--- src/call_pkg.sv ---
// call unit shared definitions
// widths, execution steps, condition fields and CALL opcodes
`default_nettype none

package call_pkg;

    typedef logic [15:0] addr_t;
    typedef logic [7:0]  data_t;
    typedef logic [7:0]  opcode_t;
    typedef logic [3:0]  flags_t;
    typedef logic [2:0]  cond_t;

    typedef enum logic [2:0] {
        st_idle,
        st_read_low,
        st_read_high_push_high,
        st_push_low,
        st_load_pc,
        st_done
    } step_t;

    // bit positions in flags_t
    localparam int flag_z  = 0;
    localparam int flag_c  = 1;
    localparam int flag_pv = 2;
    localparam int flag_s  = 3;

    // ccc[2:1] flag selector
    localparam logic [1:0] sel_z  = 2'b00;
    localparam logic [1:0] sel_c  = 2'b01;
    localparam logic [1:0] sel_pv = 2'b10;
    localparam logic [1:0] sel_s  = 2'b11;

    localparam opcode_t op_call_nn    = 8'hCD;
    localparam opcode_t call_cc_mask  = 8'hC7;
    localparam opcode_t call_cc_match = 8'hC4;

endpackage

`default_nettype wire

--- src/mem_bus_if.sv ---
// memory request channel between one bus user and the arbiter
`timescale 1ns/100ps
`default_nettype none

interface mem_bus_if;
    import call_pkg::*;

    logic  req;
    logic  we;
    addr_t addr;
    data_t wdata;
    data_t rdata;
    logic  done;

    modport requester (
        output req, we, addr, wdata,
        input  rdata, done
    );

    modport arbiter (
        input  req, we, addr, wdata,
        output rdata, done
    );

endinterface

`default_nettype wire

--- src/call_decoder.sv ---
// CALL decoder
// opcode, step and flags to per-step request strobes
`timescale 1ns/100ps
`default_nettype none

module call_decoder (
    input  wire call_pkg::opcode_t opcode,
    input  wire call_pkg::step_t   step,
    input  wire call_pkg::flags_t  flags,
    output logic                   is_call,
    output logic                   taken,
    output logic                   want_read_low,
    output logic                   want_read_high,
    output logic                   want_push_high,
    output logic                   want_push_low,
    output logic                   want_load_pc
);
    import call_pkg::*;

    cond_t cond;
    logic  is_call_nn;
    logic  is_call_cc;
    logic  flag_sel;
    logic  flag_clear;
    logic  cond_true;

    assign cond       = opcode[5:3];
    assign is_call_nn = (opcode == op_call_nn);
    assign is_call_cc = ((opcode & call_cc_mask) == call_cc_match);
    assign is_call    = is_call_nn | is_call_cc;

    always_comb begin
        case (cond[2:1])
            sel_z:   flag_sel = flags[flag_z];
            sel_c:   flag_sel = flags[flag_c];
            sel_pv:  flag_sel = flags[flag_pv];
            sel_s:   flag_sel = flags[flag_s];
            default: flag_sel = 1'b0;
        endcase
    end

    // ccc[0] picks the polarity
    assign flag_clear = ~flag_sel;
    assign cond_true  = cond[0] ? flag_sel : flag_clear;
    assign taken      = is_call_nn | (is_call_cc & cond_true);

    // operand reads for any CALL, pushes only when taken
    assign want_read_low  = is_call & (step == st_read_low);
    assign want_read_high = is_call & (step == st_read_high_push_high);
    assign want_push_high = taken & (step == st_read_high_push_high);
    assign want_push_low  = taken & (step == st_push_low);
    assign want_load_pc   = (step == st_load_pc);

endmodule

`default_nettype wire

--- src/call_sequencer.sv ---
// CALL sequencer
// steps through one instruction and owns pc and sp
`timescale 1ns/100ps
`default_nettype none

module call_sequencer #(
    parameter call_pkg::addr_t RESET_PC = 16'h0000,
    parameter call_pkg::addr_t RESET_SP = 16'hFFFE
) (
    input  wire                    clk,
    input  wire                    rst_n,
    input  wire                    start,
    input  wire call_pkg::opcode_t opcode,
    input  wire call_pkg::flags_t  flags,
    input  wire call_pkg::addr_t   target,
    input  wire                    read_finished,
    input  wire                    push_finished,
    output logic                   read_go,
    output logic                   read_high_sel,
    output logic                   push_go,
    output logic                   push_high_sel,
    output call_pkg::addr_t        push_addr,
    output call_pkg::addr_t        return_addr,
    output call_pkg::addr_t        pc,
    output call_pkg::addr_t        sp,
    output logic                   busy,
    output logic                   done
);
    import call_pkg::*;

    step_t   step;
    opcode_t op_q;
    flags_t  flags_q;
    opcode_t dec_op;
    flags_t  dec_flags;
    logic    issued;
    logic    read_seen;
    logic    push_seen;
    logic    read_ok;
    logic    push_ok;
    logic    accept;
    logic    is_call;
    logic    taken;
    logic    want_read_low;
    logic    want_read_high;
    logic    want_push_high;
    logic    want_push_low;
    logic    want_load_pc;

    // live opcode while waiting, so a no-op skips the read steps
    assign dec_op    = busy ? op_q : opcode;
    assign dec_flags = busy ? flags_q : flags;

    call_decoder decoder_inst (
        .opcode         (dec_op),
        .step           (step),
        .flags          (dec_flags),
        .is_call        (is_call),
        .taken          (taken),
        .want_read_low  (want_read_low),
        .want_read_high (want_read_high),
        .want_push_high (want_push_high),
        .want_push_low  (want_push_low),
        .want_load_pc   (want_load_pc)
    );

    assign accept        = start & ~busy;
    assign read_go       = (want_read_low | want_read_high) & ~issued;
    assign read_high_sel = want_read_high;
    assign push_go       = (want_push_high | want_push_low) & ~issued;
    assign push_high_sel = want_push_high;
    assign push_addr     = want_push_high ? sp - addr_t'(1) : sp - addr_t'(2);
    assign return_addr   = pc + addr_t'(3);

    // combined step finishes once both sides are in
    assign read_ok = read_seen | read_finished;
    assign push_ok = ~want_push_high | push_seen | push_finished;

    always_ff @(posedge clk) begin
        if (accept) begin
            op_q    <= opcode;
            flags_q <= flags;
        end
    end

    always_ff @(posedge clk) begin
        if (!rst_n) begin
            step      <= st_idle;
            busy      <= 1'b0;
            done      <= 1'b0;
            issued    <= 1'b0;
            read_seen <= 1'b0;
            push_seen <= 1'b0;
        end else begin
            done <= 1'b0;
            if (accept) begin
                busy      <= 1'b1;
                issued    <= 1'b0;
                read_seen <= 1'b0;
                push_seen <= 1'b0;
                step      <= is_call ? st_read_low : st_load_pc;
            end else begin
                case (step)
                    st_read_low: begin
                        issued <= 1'b1;
                        if (read_finished) begin
                            issued <= 1'b0;
                            step   <= st_read_high_push_high;
                        end
                    end
                    st_read_high_push_high: begin
                        issued <= 1'b1;
                        if (read_finished) read_seen <= 1'b1;
                        if (push_finished) push_seen <= 1'b1;
                        if (read_ok && push_ok) begin
                            issued    <= 1'b0;
                            read_seen <= 1'b0;
                            push_seen <= 1'b0;
                            step      <= taken ? st_push_low : st_load_pc;
                        end
                    end
                    st_push_low: begin
                        issued <= 1'b1;
                        if (push_finished) begin
                            issued <= 1'b0;
                            step   <= st_load_pc;
                        end
                    end
                    st_load_pc: begin
                        step <= st_done;
                        busy <= 1'b0;
                        done <= 1'b1;
                    end
                    default: step <= st_idle;
                endcase
            end
        end
    end

    always_ff @(posedge clk) begin
        if (!rst_n) begin
            pc <= RESET_PC;
            sp <= RESET_SP;
        end else if (want_load_pc) begin
            if (taken) begin
                pc <= target;
                sp <= sp - addr_t'(2);
            end else if (is_call) begin
                pc <= pc + addr_t'(3);
            end else begin
                pc <= pc + addr_t'(1);
            end
        end
    end

    done_not_idle: assert property (@(posedge clk) disable iff (!rst_n)
        done |-> step != st_idle);

endmodule

`default_nettype wire

--- src/operand_reader.sv ---
// operand reader
// fetches the nn bytes after the opcode and assembles the target
`timescale 1ns/100ps
`default_nettype none

module operand_reader (
    input  wire                  clk,
    input  wire                  rst_n,
    input  wire                  read_go,
    input  wire                  read_high_sel,
    input  wire call_pkg::addr_t base_pc,
    mem_bus_if.requester         bus,
    output logic                 read_finished,
    output call_pkg::addr_t      target
);
    import call_pkg::*;

    logic  req_q;
    logic  high_q;
    addr_t addr_q;

    always_ff @(posedge clk) begin
        if (!rst_n) begin
            req_q         <= 1'b0;
            read_finished <= 1'b0;
        end else begin
            read_finished <= 1'b0;
            if (read_go) begin
                req_q <= 1'b1;
            end else if (bus.done) begin
                req_q         <= 1'b0;
                read_finished <= 1'b1;
            end
        end
    end

    always_ff @(posedge clk) begin
        if (read_go) begin
            addr_q <= base_pc + (read_high_sel ? addr_t'(2) : addr_t'(1));
            high_q <= read_high_sel;
        end
        if (bus.done) begin
            if (high_q) target[15:8] <= bus.rdata;
            else target[7:0] <= bus.rdata;
        end
    end

    assign bus.req   = req_q;
    assign bus.we    = 1'b0;
    assign bus.addr  = addr_q;
    assign bus.wdata = '0;

endmodule

`default_nettype wire

--- src/stack_writer.sv ---
// stack writer
// pushes one return address byte per request
`timescale 1ns/100ps
`default_nettype none

module stack_writer (
    input  wire                  clk,
    input  wire                  rst_n,
    input  wire                  push_go,
    input  wire                  push_high_sel,
    input  wire call_pkg::addr_t push_addr,
    input  wire call_pkg::addr_t return_addr,
    mem_bus_if.requester         bus,
    output logic                 push_finished
);
    import call_pkg::*;

    logic  req_q;
    addr_t addr_q;
    data_t wdata_q;

    always_ff @(posedge clk) begin
        if (!rst_n) begin
            req_q         <= 1'b0;
            push_finished <= 1'b0;
        end else begin
            push_finished <= 1'b0;
            if (push_go) begin
                req_q <= 1'b1;
            end else if (bus.done) begin
                req_q         <= 1'b0;
                push_finished <= 1'b1;
            end
        end
    end

    always_ff @(posedge clk) begin
        if (push_go) begin
            addr_q  <= push_addr;
            wdata_q <= push_high_sel ? return_addr[15:8] : return_addr[7:0];
        end
    end

    assign bus.req   = req_q;
    assign bus.we    = 1'b1;
    assign bus.addr  = addr_q;
    assign bus.wdata = wdata_q;

endmodule

`default_nettype wire

--- src/bus_arbiter.sv ---
// bus arbiter
// reader before writer, one APB transfer per grant
`timescale 1ns/100ps
`default_nettype none

module bus_arbiter (
    input  wire                  clk,
    input  wire                  rst_n,
    mem_bus_if.arbiter           rd_bus,
    mem_bus_if.arbiter           wr_bus,
    output call_pkg::addr_t      paddr,
    output logic                 psel,
    output logic                 penable,
    output logic                 pwrite,
    output call_pkg::data_t      pwdata,
    input  wire call_pkg::data_t prdata,
    input  wire                  pready
);
    import call_pkg::*;

    typedef enum logic [1:0] {
        arb_idle,
        arb_setup,
        arb_access
    } arb_state_t;

    arb_state_t state;
    logic [1:0] grant;
    logic       rd_done_q;
    logic       wr_done_q;
    logic       rd_ok;
    logic       wr_ok;
    data_t      rdata_q;

    // a requester still holds req in its done cycle
    assign rd_ok = rd_bus.req & ~rd_done_q;
    assign wr_ok = wr_bus.req & ~wr_done_q;

    always_ff @(posedge clk) begin
        if (!rst_n) begin
            state     <= arb_idle;
            grant     <= 2'b00;
            rd_done_q <= 1'b0;
            wr_done_q <= 1'b0;
        end else begin
            rd_done_q <= 1'b0;
            wr_done_q <= 1'b0;
            case (state)
                arb_idle: begin
                    if (rd_ok) begin
                        grant <= 2'b01;
                        state <= arb_setup;
                    end else if (wr_ok) begin
                        grant <= 2'b10;
                        state <= arb_setup;
                    end
                end
                arb_setup: state <= arb_access;
                arb_access: begin
                    if (pready) begin
                        rd_done_q <= grant[0];
                        wr_done_q <= grant[1];
                        grant     <= 2'b00;
                        state     <= arb_idle;
                    end
                end
                default: state <= arb_idle;
            endcase
        end
    end

    // transfer fields captured at grant, held to the end of access
    always_ff @(posedge clk) begin
        if (state == arb_idle) begin
            if (rd_ok) begin
                paddr  <= rd_bus.addr;
                pwrite <= rd_bus.we;
                pwdata <= rd_bus.wdata;
            end else if (wr_ok) begin
                paddr  <= wr_bus.addr;
                pwrite <= wr_bus.we;
                pwdata <= wr_bus.wdata;
            end
        end
        if (state == arb_access && pready) rdata_q <= prdata;
    end

    assign psel    = (state != arb_idle);
    assign penable = (state == arb_access);

    assign rd_bus.done  = rd_done_q;
    assign rd_bus.rdata = rdata_q;
    assign wr_bus.done  = wr_done_q;
    assign wr_bus.rdata = rdata_q;

    grant_onehot: assert property (@(posedge clk) disable iff (!rst_n)
        $onehot0(grant));

    paddr_stable: assert property (@(posedge clk) disable iff (!rst_n)
        psel && !pready |=> $stable(paddr));

endmodule

`default_nettype wire

--- src/call_unit_top.sv ---
// CALL execution unit
// sequencer, two bus users and the APB arbiter
`timescale 1ns/100ps
`default_nettype none

module call_unit_top #(
    parameter call_pkg::addr_t RESET_PC = 16'h0000,
    parameter call_pkg::addr_t RESET_SP = 16'hFFFE
) (
    input  wire         clk,
    input  wire         rst_n,
    input  wire         start,
    input  wire  [7:0]  opcode,
    input  wire  [3:0]  flags,
    output wire  [15:0] pc,
    output wire  [15:0] sp,
    output wire         busy,
    output wire         done,
    output wire  [15:0] paddr,
    output wire         psel,
    output wire         penable,
    output wire         pwrite,
    output wire  [7:0]  pwdata,
    input  wire  [7:0]  prdata,
    input  wire         pready
);
    import call_pkg::*;

    addr_t target;
    addr_t push_addr;
    addr_t return_addr;
    logic  read_go;
    logic  read_high_sel;
    logic  read_finished;
    logic  push_go;
    logic  push_high_sel;
    logic  push_finished;

    mem_bus_if rd_bus ();
    mem_bus_if wr_bus ();

    call_sequencer #(
        .RESET_PC (RESET_PC),
        .RESET_SP (RESET_SP)
    ) sequencer_inst (
        .clk           (clk),
        .rst_n         (rst_n),
        .start         (start),
        .opcode        (opcode),
        .flags         (flags),
        .target        (target),
        .read_finished (read_finished),
        .push_finished (push_finished),
        .read_go       (read_go),
        .read_high_sel (read_high_sel),
        .push_go       (push_go),
        .push_high_sel (push_high_sel),
        .push_addr     (push_addr),
        .return_addr   (return_addr),
        .pc            (pc),
        .sp            (sp),
        .busy          (busy),
        .done          (done)
    );

    operand_reader reader_inst (
        .clk           (clk),
        .rst_n         (rst_n),
        .read_go       (read_go),
        .read_high_sel (read_high_sel),
        .base_pc       (pc),
        .bus           (rd_bus.requester),
        .read_finished (read_finished),
        .target        (target)
    );

    stack_writer writer_inst (
        .clk           (clk),
        .rst_n         (rst_n),
        .push_go       (push_go),
        .push_high_sel (push_high_sel),
        .push_addr     (push_addr),
        .return_addr   (return_addr),
        .bus           (wr_bus.requester),
        .push_finished (push_finished)
    );

    bus_arbiter arbiter_inst (
        .clk     (clk),
        .rst_n   (rst_n),
        .rd_bus  (rd_bus.arbiter),
        .wr_bus  (wr_bus.arbiter),
        .paddr   (paddr),
        .psel    (psel),
        .penable (penable),
        .pwrite  (pwrite),
        .pwdata  (pwdata),
        .prdata  (prdata),
        .pready  (pready)
    );

endmodule

`default_nettype wire

--- config.mk ---
export PLATFORM = sky130hd
export DESIGN_NAME = call_unit_top
export DESIGN_NICKNAME = d
export VERILOG_FILES = /design/src/call_pkg.sv /design/src/mem_bus_if.sv /design/src/call_decoder.sv /design/src/call_sequencer.sv /design/src/operand_reader.sv /design/src/stack_writer.sv /design/src/bus_arbiter.sv /design/src/call_unit_top.sv
export SDC_FILE = /design/constraint.sdc
export NUM_CORES = 1
export LEC_CHECK = 0
export ABC_AREA = 1
export BUFFER_PORTS_ARGS = -buffer_cell sky130_fd_sc_hd__buf_2
export CAP_MARGIN = 20
export CELL_PAD_IN_SITES_DETAIL_PLACEMENT = 0
export CELL_PAD_IN_SITES_GLOBAL_PLACEMENT = 2
export CORE_MARGIN = 2
export CORE_UTILIZATION = 36
export CTS_CLUSTER_SIZE = 40
export DETAILED_ROUTE_END_ITERATION = 6
export PLACE_DENSITY = 0.83
export SETUP_SLACK_MARGIN = 0.5
export SYNTH_ARGS = -nofsm -noshare
export SYNTH_HDL_FRONTEND = slang
export SYNTH_SLANG_ARGS = --single-unit
--- constraint.sdc ---
create_clock -name clk -period 3.85 [get_ports clk]
set_input_delay 0.1925 -clock clk [delete_from_list [all_inputs] [get_ports clk]]
set_output_delay 0.1925 -clock clk [all_outputs]
set_load 0.005 [all_outputs]
==> run summary <==
=================================================================================
Post-route fraction of the period consumed by the critical path ....        0.798
Number of buffers inserted by port buffering .......................           83
Finished Layout Cells ..............................................         1093
Sinks on the clock net .............................................          151
Final setup violation count ........................................            0
Layout Skew ........................................................      13.1 ps
Wire length of the first global-routing pass .......................     26600 um
Half-perimeter wire length after detailed placement ................     11800 um
Library cell with the largest summed area after synthesis .......... sky130_fd_sc_hd__edfxtp_1
Worst slack, placed ................................................       353 ps
Leak ...............................................................      3.48 nW
Max-cap violations .................................................            0
Net Count, Synth ...................................................          775
Accumulated negative setup slack ...................................         0 ps
DR DRC count .......................................................            0
Net count, final ...................................................          876
Count of flip-flops with a built-in enable after synthesis .........          102
Worst slew margin relative to its limit ............................        0.309
Initial antenna violation count ....................................            0
Chip height ........................................................       143 um
Clock period minus worst slack .....................................      3070 ps
Post-CTS setup buffer count ........................................            0
Last weighted congestion value of the routability-driven placer ....        0.877
Area of combinational cells with multiple inputs ................... 0.00238 mm^2
Cell types occupying the most area after synthesis ................. sky130_fd_sc_hd__edfxtp_1, sky130_fd_sc_hd__dfxtp_1, sky130_fd_sc_hd__nand2_1
Number of clock buffers inserted by TritonCTS ......................           17
Total global routing overflow ......................................            0
Number of nets with antenna violations after routing ...............            0
Worst min-delay path category ...................................... input pin to flop
Synthesized cell area .............................................. 0.00693 mm^2
Layout area overhead ...............................................        20.2%
Worst path required time ...........................................      4020 ps
Instance area after placement ...................................... 0.00753 mm^2
Run status ......................................................... complete, no violations
Reg area ........................................................... 0.00405 mm^2
Average instance area after synthesis ..............................    9.30 um^2
# IOs ..............................................................           85
Count of pins over their slew limit ................................            0
Total number of vias ...............................................         5179
Peak clock frequency supported by timing ...........................    0.326 GHz
Root Buffer Master ................................................. sky130_fd_sc_hd__clkbuf_16
FFs w/ async S/R, synth ............................................            0
Total power per unit cell area .....................................  444 mW/mm^2
Slew at the pin with the worst max-slew slack ......................      1040 ps
Core region area ...................................................  0.0188 mm^2
Capturing element type of the critical path ........................         flop
Critical path launch point type ....................................         flop
Iteration count of the initial detailed-routing pass ...............            5
Inst Count DP ......................................................         1041
Ratio of cells with drive above 1 in the final layout ..............        0.157
Final design area excluding fillers ................................ 0.00833 mm^2
Filler cells .......................................................         1822
Aggregate global-route resource usage ..............................        0.171
WL per Instance ....................................................      15.1 um
Worst Slack Setup Final ............................................       778 ps
Maximum fanout count along the critical path .......................           14
Die ar. ............................................................  0.0204 mm^2
Total Power Consumption ............................................      3.69 mW
Number of DRC markers in iteration 0 ...............................          332
Number of diodes ...................................................            0
Dominant register cell in the synthesized netlist .................. sky130_fd_sc_hd__edfxtp_1
Synth Instances ....................................................          745
Netlist cell types .................................................           42
Fraction of post-synthesis cell area in the top cell type by area ..        0.442
TritonCTS clock tree ...............................................         done
Via count of the first global-routing pass .........................         5024
Critical Path AT ...................................................      3250 ps
Die extent in x ....................................................       143 um
Clock H-tree levels ................................................            4
Number of hold-slack violations in the final timing report .........            0
Number of storage elements in the synthesis netlist ................          151
Max VDD drop .......................................................     0.307 mV
Overall routed net length ..........................................     16500 um
RSZ-0062 raised after global routing ...............................           no
Register clock-pin slew on the reported worst setup and hold paths .        60 ps
Warnings, synthesis ................................................            0
Row count ..........................................................           50
Clock buffer depth .................................................            2
Initial Utilization ................................................        0.369
Critical path type ................................................. flop to flop
Routed vias/inst ...................................................         4.74
Part of the Yosys area used for sequential elements ................        0.584
Clock Latency Late Sink ............................................       430 ps
Maximum number of pins on one net before global-route repair .......           34
=================================================================================
==> flip-flops by register name, indices dropped and copies added (netlist names), 3 cells and up <==
name                       flops
sequencer_inst.flags_q         4
sequencer_inst.step            3
reader_inst.target            16
reader_inst.bus.addr          16
sequencer_inst.sp             15
writer_inst.bus.wdata          8
arbiter_inst.pwdata            8
arbiter_inst.rd_bus.rdata      8
arbiter_inst.paddr            16
sequencer_inst.op_q            8
writer_inst.bus.addr          16
sequencer_inst.pc             16
==> per-stage QoR <==
step | util | hold slack, ps
floorplan | - | 291
global placement | 0.401 | 369
detailed placement | 0.401 | 371
CTS | 0.443 | 42.7
global route | 0.444 | 63.5
finish | 0.444 | 65.2
==> routing by layer <==
metal  GRT usage  part of all wire  up-vias
met5           0                 0        -
met4      0.0558             0.015        0
met3      0.0355             0.036       16
met2       0.268              0.45      112
met1       0.238              0.50     2433
li1            -                 -     2618
==> cell type report <==
class / instances / share of cell area
Clock buffer: 19 / 0.0545
Clock inverter: 13 / 0.0159
Inverter: 97 / 0.0443
Multi-Input combinational cell: 471 / 0.286
Sequential cell: 151 / 0.486
Tap cell: 234 / 0.0352
Timing Repair Buffer: 108 / 0.0784
==> report_power, final <==
| part | total, mW | leakage (nW) | internal (mW) | switching (mW) |
|---|---|---|---|---|
| registers | 1.78 | 1.30 | 1.75 | 0.0287 |
| logic | 0.260 | 1.90 | 0.0937 | 0.166 |
| clock network | 1.65 | 0.283 | 0.947 | 0.706 |
| total | 3.69 | 3.48 | 2.79 | 0.900 |
==> worst paths after layout <==
check	startpoint	end	slack [ps]	cells past startpoint
setup / recovery	sequencer_inst.busy$_SDFFE_PN0P_	reader_inst.bus.addr[10]$_DFFE_PP_	780	17
hold / removal	pready	arbiter_inst.state[1]$_SDFFE_PN0P_	70	4
setup reg to reg	sequencer_inst.busy$_SDFFE_PN0P_	reader_inst.bus.addr[10]$_DFFE_PP_	780	17
hold reg to reg	arbiter_inst.grant[1]$_SDFFE_PN0P_	arbiter_inst.wr_bus.done$_SDFF_PN0_	430	2
==> worst max-delay path, cell delays in order, from the launching register on <==
cell and delay (ps):
sky130_fd_sc_hd__dfxtp_4 430, sky130_fd_sc_hd__inv_2 110, sky130_fd_sc_hd__or2_1 230, sky130_fd_sc_hd__o21ai_2 80, sky130_fd_sc_hd__nor2_1 60, sky130_fd_sc_hd__nand3_1 100, sky130_fd_sc_hd__nand2_1 120, sky130_fd_sc_hd__inv_4 140
sky130_fd_sc_hd__nor2_1 80, sky130_fd_sc_hd__inv_1 100, sky130_fd_sc_hd__ha_1 180, sky130_fd_sc_hd__inv_1 60, sky130_fd_sc_hd__fa_1 420, sky130_fd_sc_hd__nor2_2 190, sky130_fd_sc_hd__nand2_1 130, sky130_fd_sc_hd__nor2_1 160
sky130_fd_sc_hd__nand2_1 80, sky130_fd_sc_hd__xor2_1 140
==> logic make-up after synthesis <==
| group | share of synthesized area |
|---|---|
| buf+inv | 0.0735 |
| simple gates | 0.206 |
| flops | 0.584 |
| fa+ha+maj | 0.0119 |
| xor+xnor | 0.0645 |
| other cells | 0.000541 |
| mux | 0.00144 |
| compound gates | 0.0589 |
==> Yosys cell counts, types with 2 or more instances <==
cell	instances
sky130_fd_sc_hd__a21oi_1	18
sky130_fd_sc_hd__a31oi_1	4
sky130_fd_sc_hd__buf_2	8
sky130_fd_sc_hd__buf_6	4
sky130_fd_sc_hd__clkbuf_1	11
sky130_fd_sc_hd__clkinv_1	4
sky130_fd_sc_hd__dfxtp_1	49
sky130_fd_sc_hd__edfxtp_1	102
sky130_fd_sc_hd__ha_1	5
sky130_fd_sc_hd__inv_1	89
sky130_fd_sc_hd__inv_2	3
sky130_fd_sc_hd__nand2_1	207
sky130_fd_sc_hd__nand2_2	2
sky130_fd_sc_hd__nand3_1	37
sky130_fd_sc_hd__nand4_1	3
sky130_fd_sc_hd__nor2_1	70
sky130_fd_sc_hd__nor3_1	13
sky130_fd_sc_hd__nor3_2	2
sky130_fd_sc_hd__o211ai_1	19
sky130_fd_sc_hd__o21ai_0	16
sky130_fd_sc_hd__o21ai_1	6
sky130_fd_sc_hd__or2_1	3
sky130_fd_sc_hd__or2_2	2
sky130_fd_sc_hd__xnor2_1	4
sky130_fd_sc_hd__xor2_1	47
==> repair_timing <==
item,in CTS,in global routing
hold buffers,20,0
gates cloned,0,0
hold endpoints to repair,20,0
gates resized for setup,1,3
setup endpoints to repair,2,3
==> layout by cell type (no fill, tap or decap), types with 4 or more instances in the layout <==
cell / Yosys / final
sky130_fd_sc_hd__buf_2: 8 / 83
sky130_fd_sc_hd__o21ai_0: 16 / 16
sky130_fd_sc_hd__xor2_1: 47 / 47
sky130_fd_sc_hd__edfxtp_1: 102 / 102
sky130_fd_sc_hd__a21oi_1: 18 / 18
sky130_fd_sc_hd__a31oi_1: 4 / 4
sky130_fd_sc_hd__o21ai_1: 6 / 6
sky130_fd_sc_hd__xnor2_1: 4 / 4
sky130_fd_sc_hd__inv_6: 0 / 6
sky130_fd_sc_hd__clkbuf_16: 0 / 18
sky130_fd_sc_hd__o211ai_1: 19 / 19
sky130_fd_sc_hd__nand2_1: 207 / 207
sky130_fd_sc_hd__dfxtp_1: 49 / 48
sky130_fd_sc_hd__nand3_1: 37 / 37
sky130_fd_sc_hd__dlygate4sd3_1: 0 / 20
sky130_fd_sc_hd__ha_1: 5 / 5
sky130_fd_sc_hd__inv_1: 89 / 89
sky130_fd_sc_hd__nor2_1: 70 / 69
sky130_fd_sc_hd__buf_4: 1 / 5
sky130_fd_sc_hd__clkinv_1: 4 / 4
sky130_fd_sc_hd__nor3_1: 13 / 13
Power figures use the tool's default switching activity.
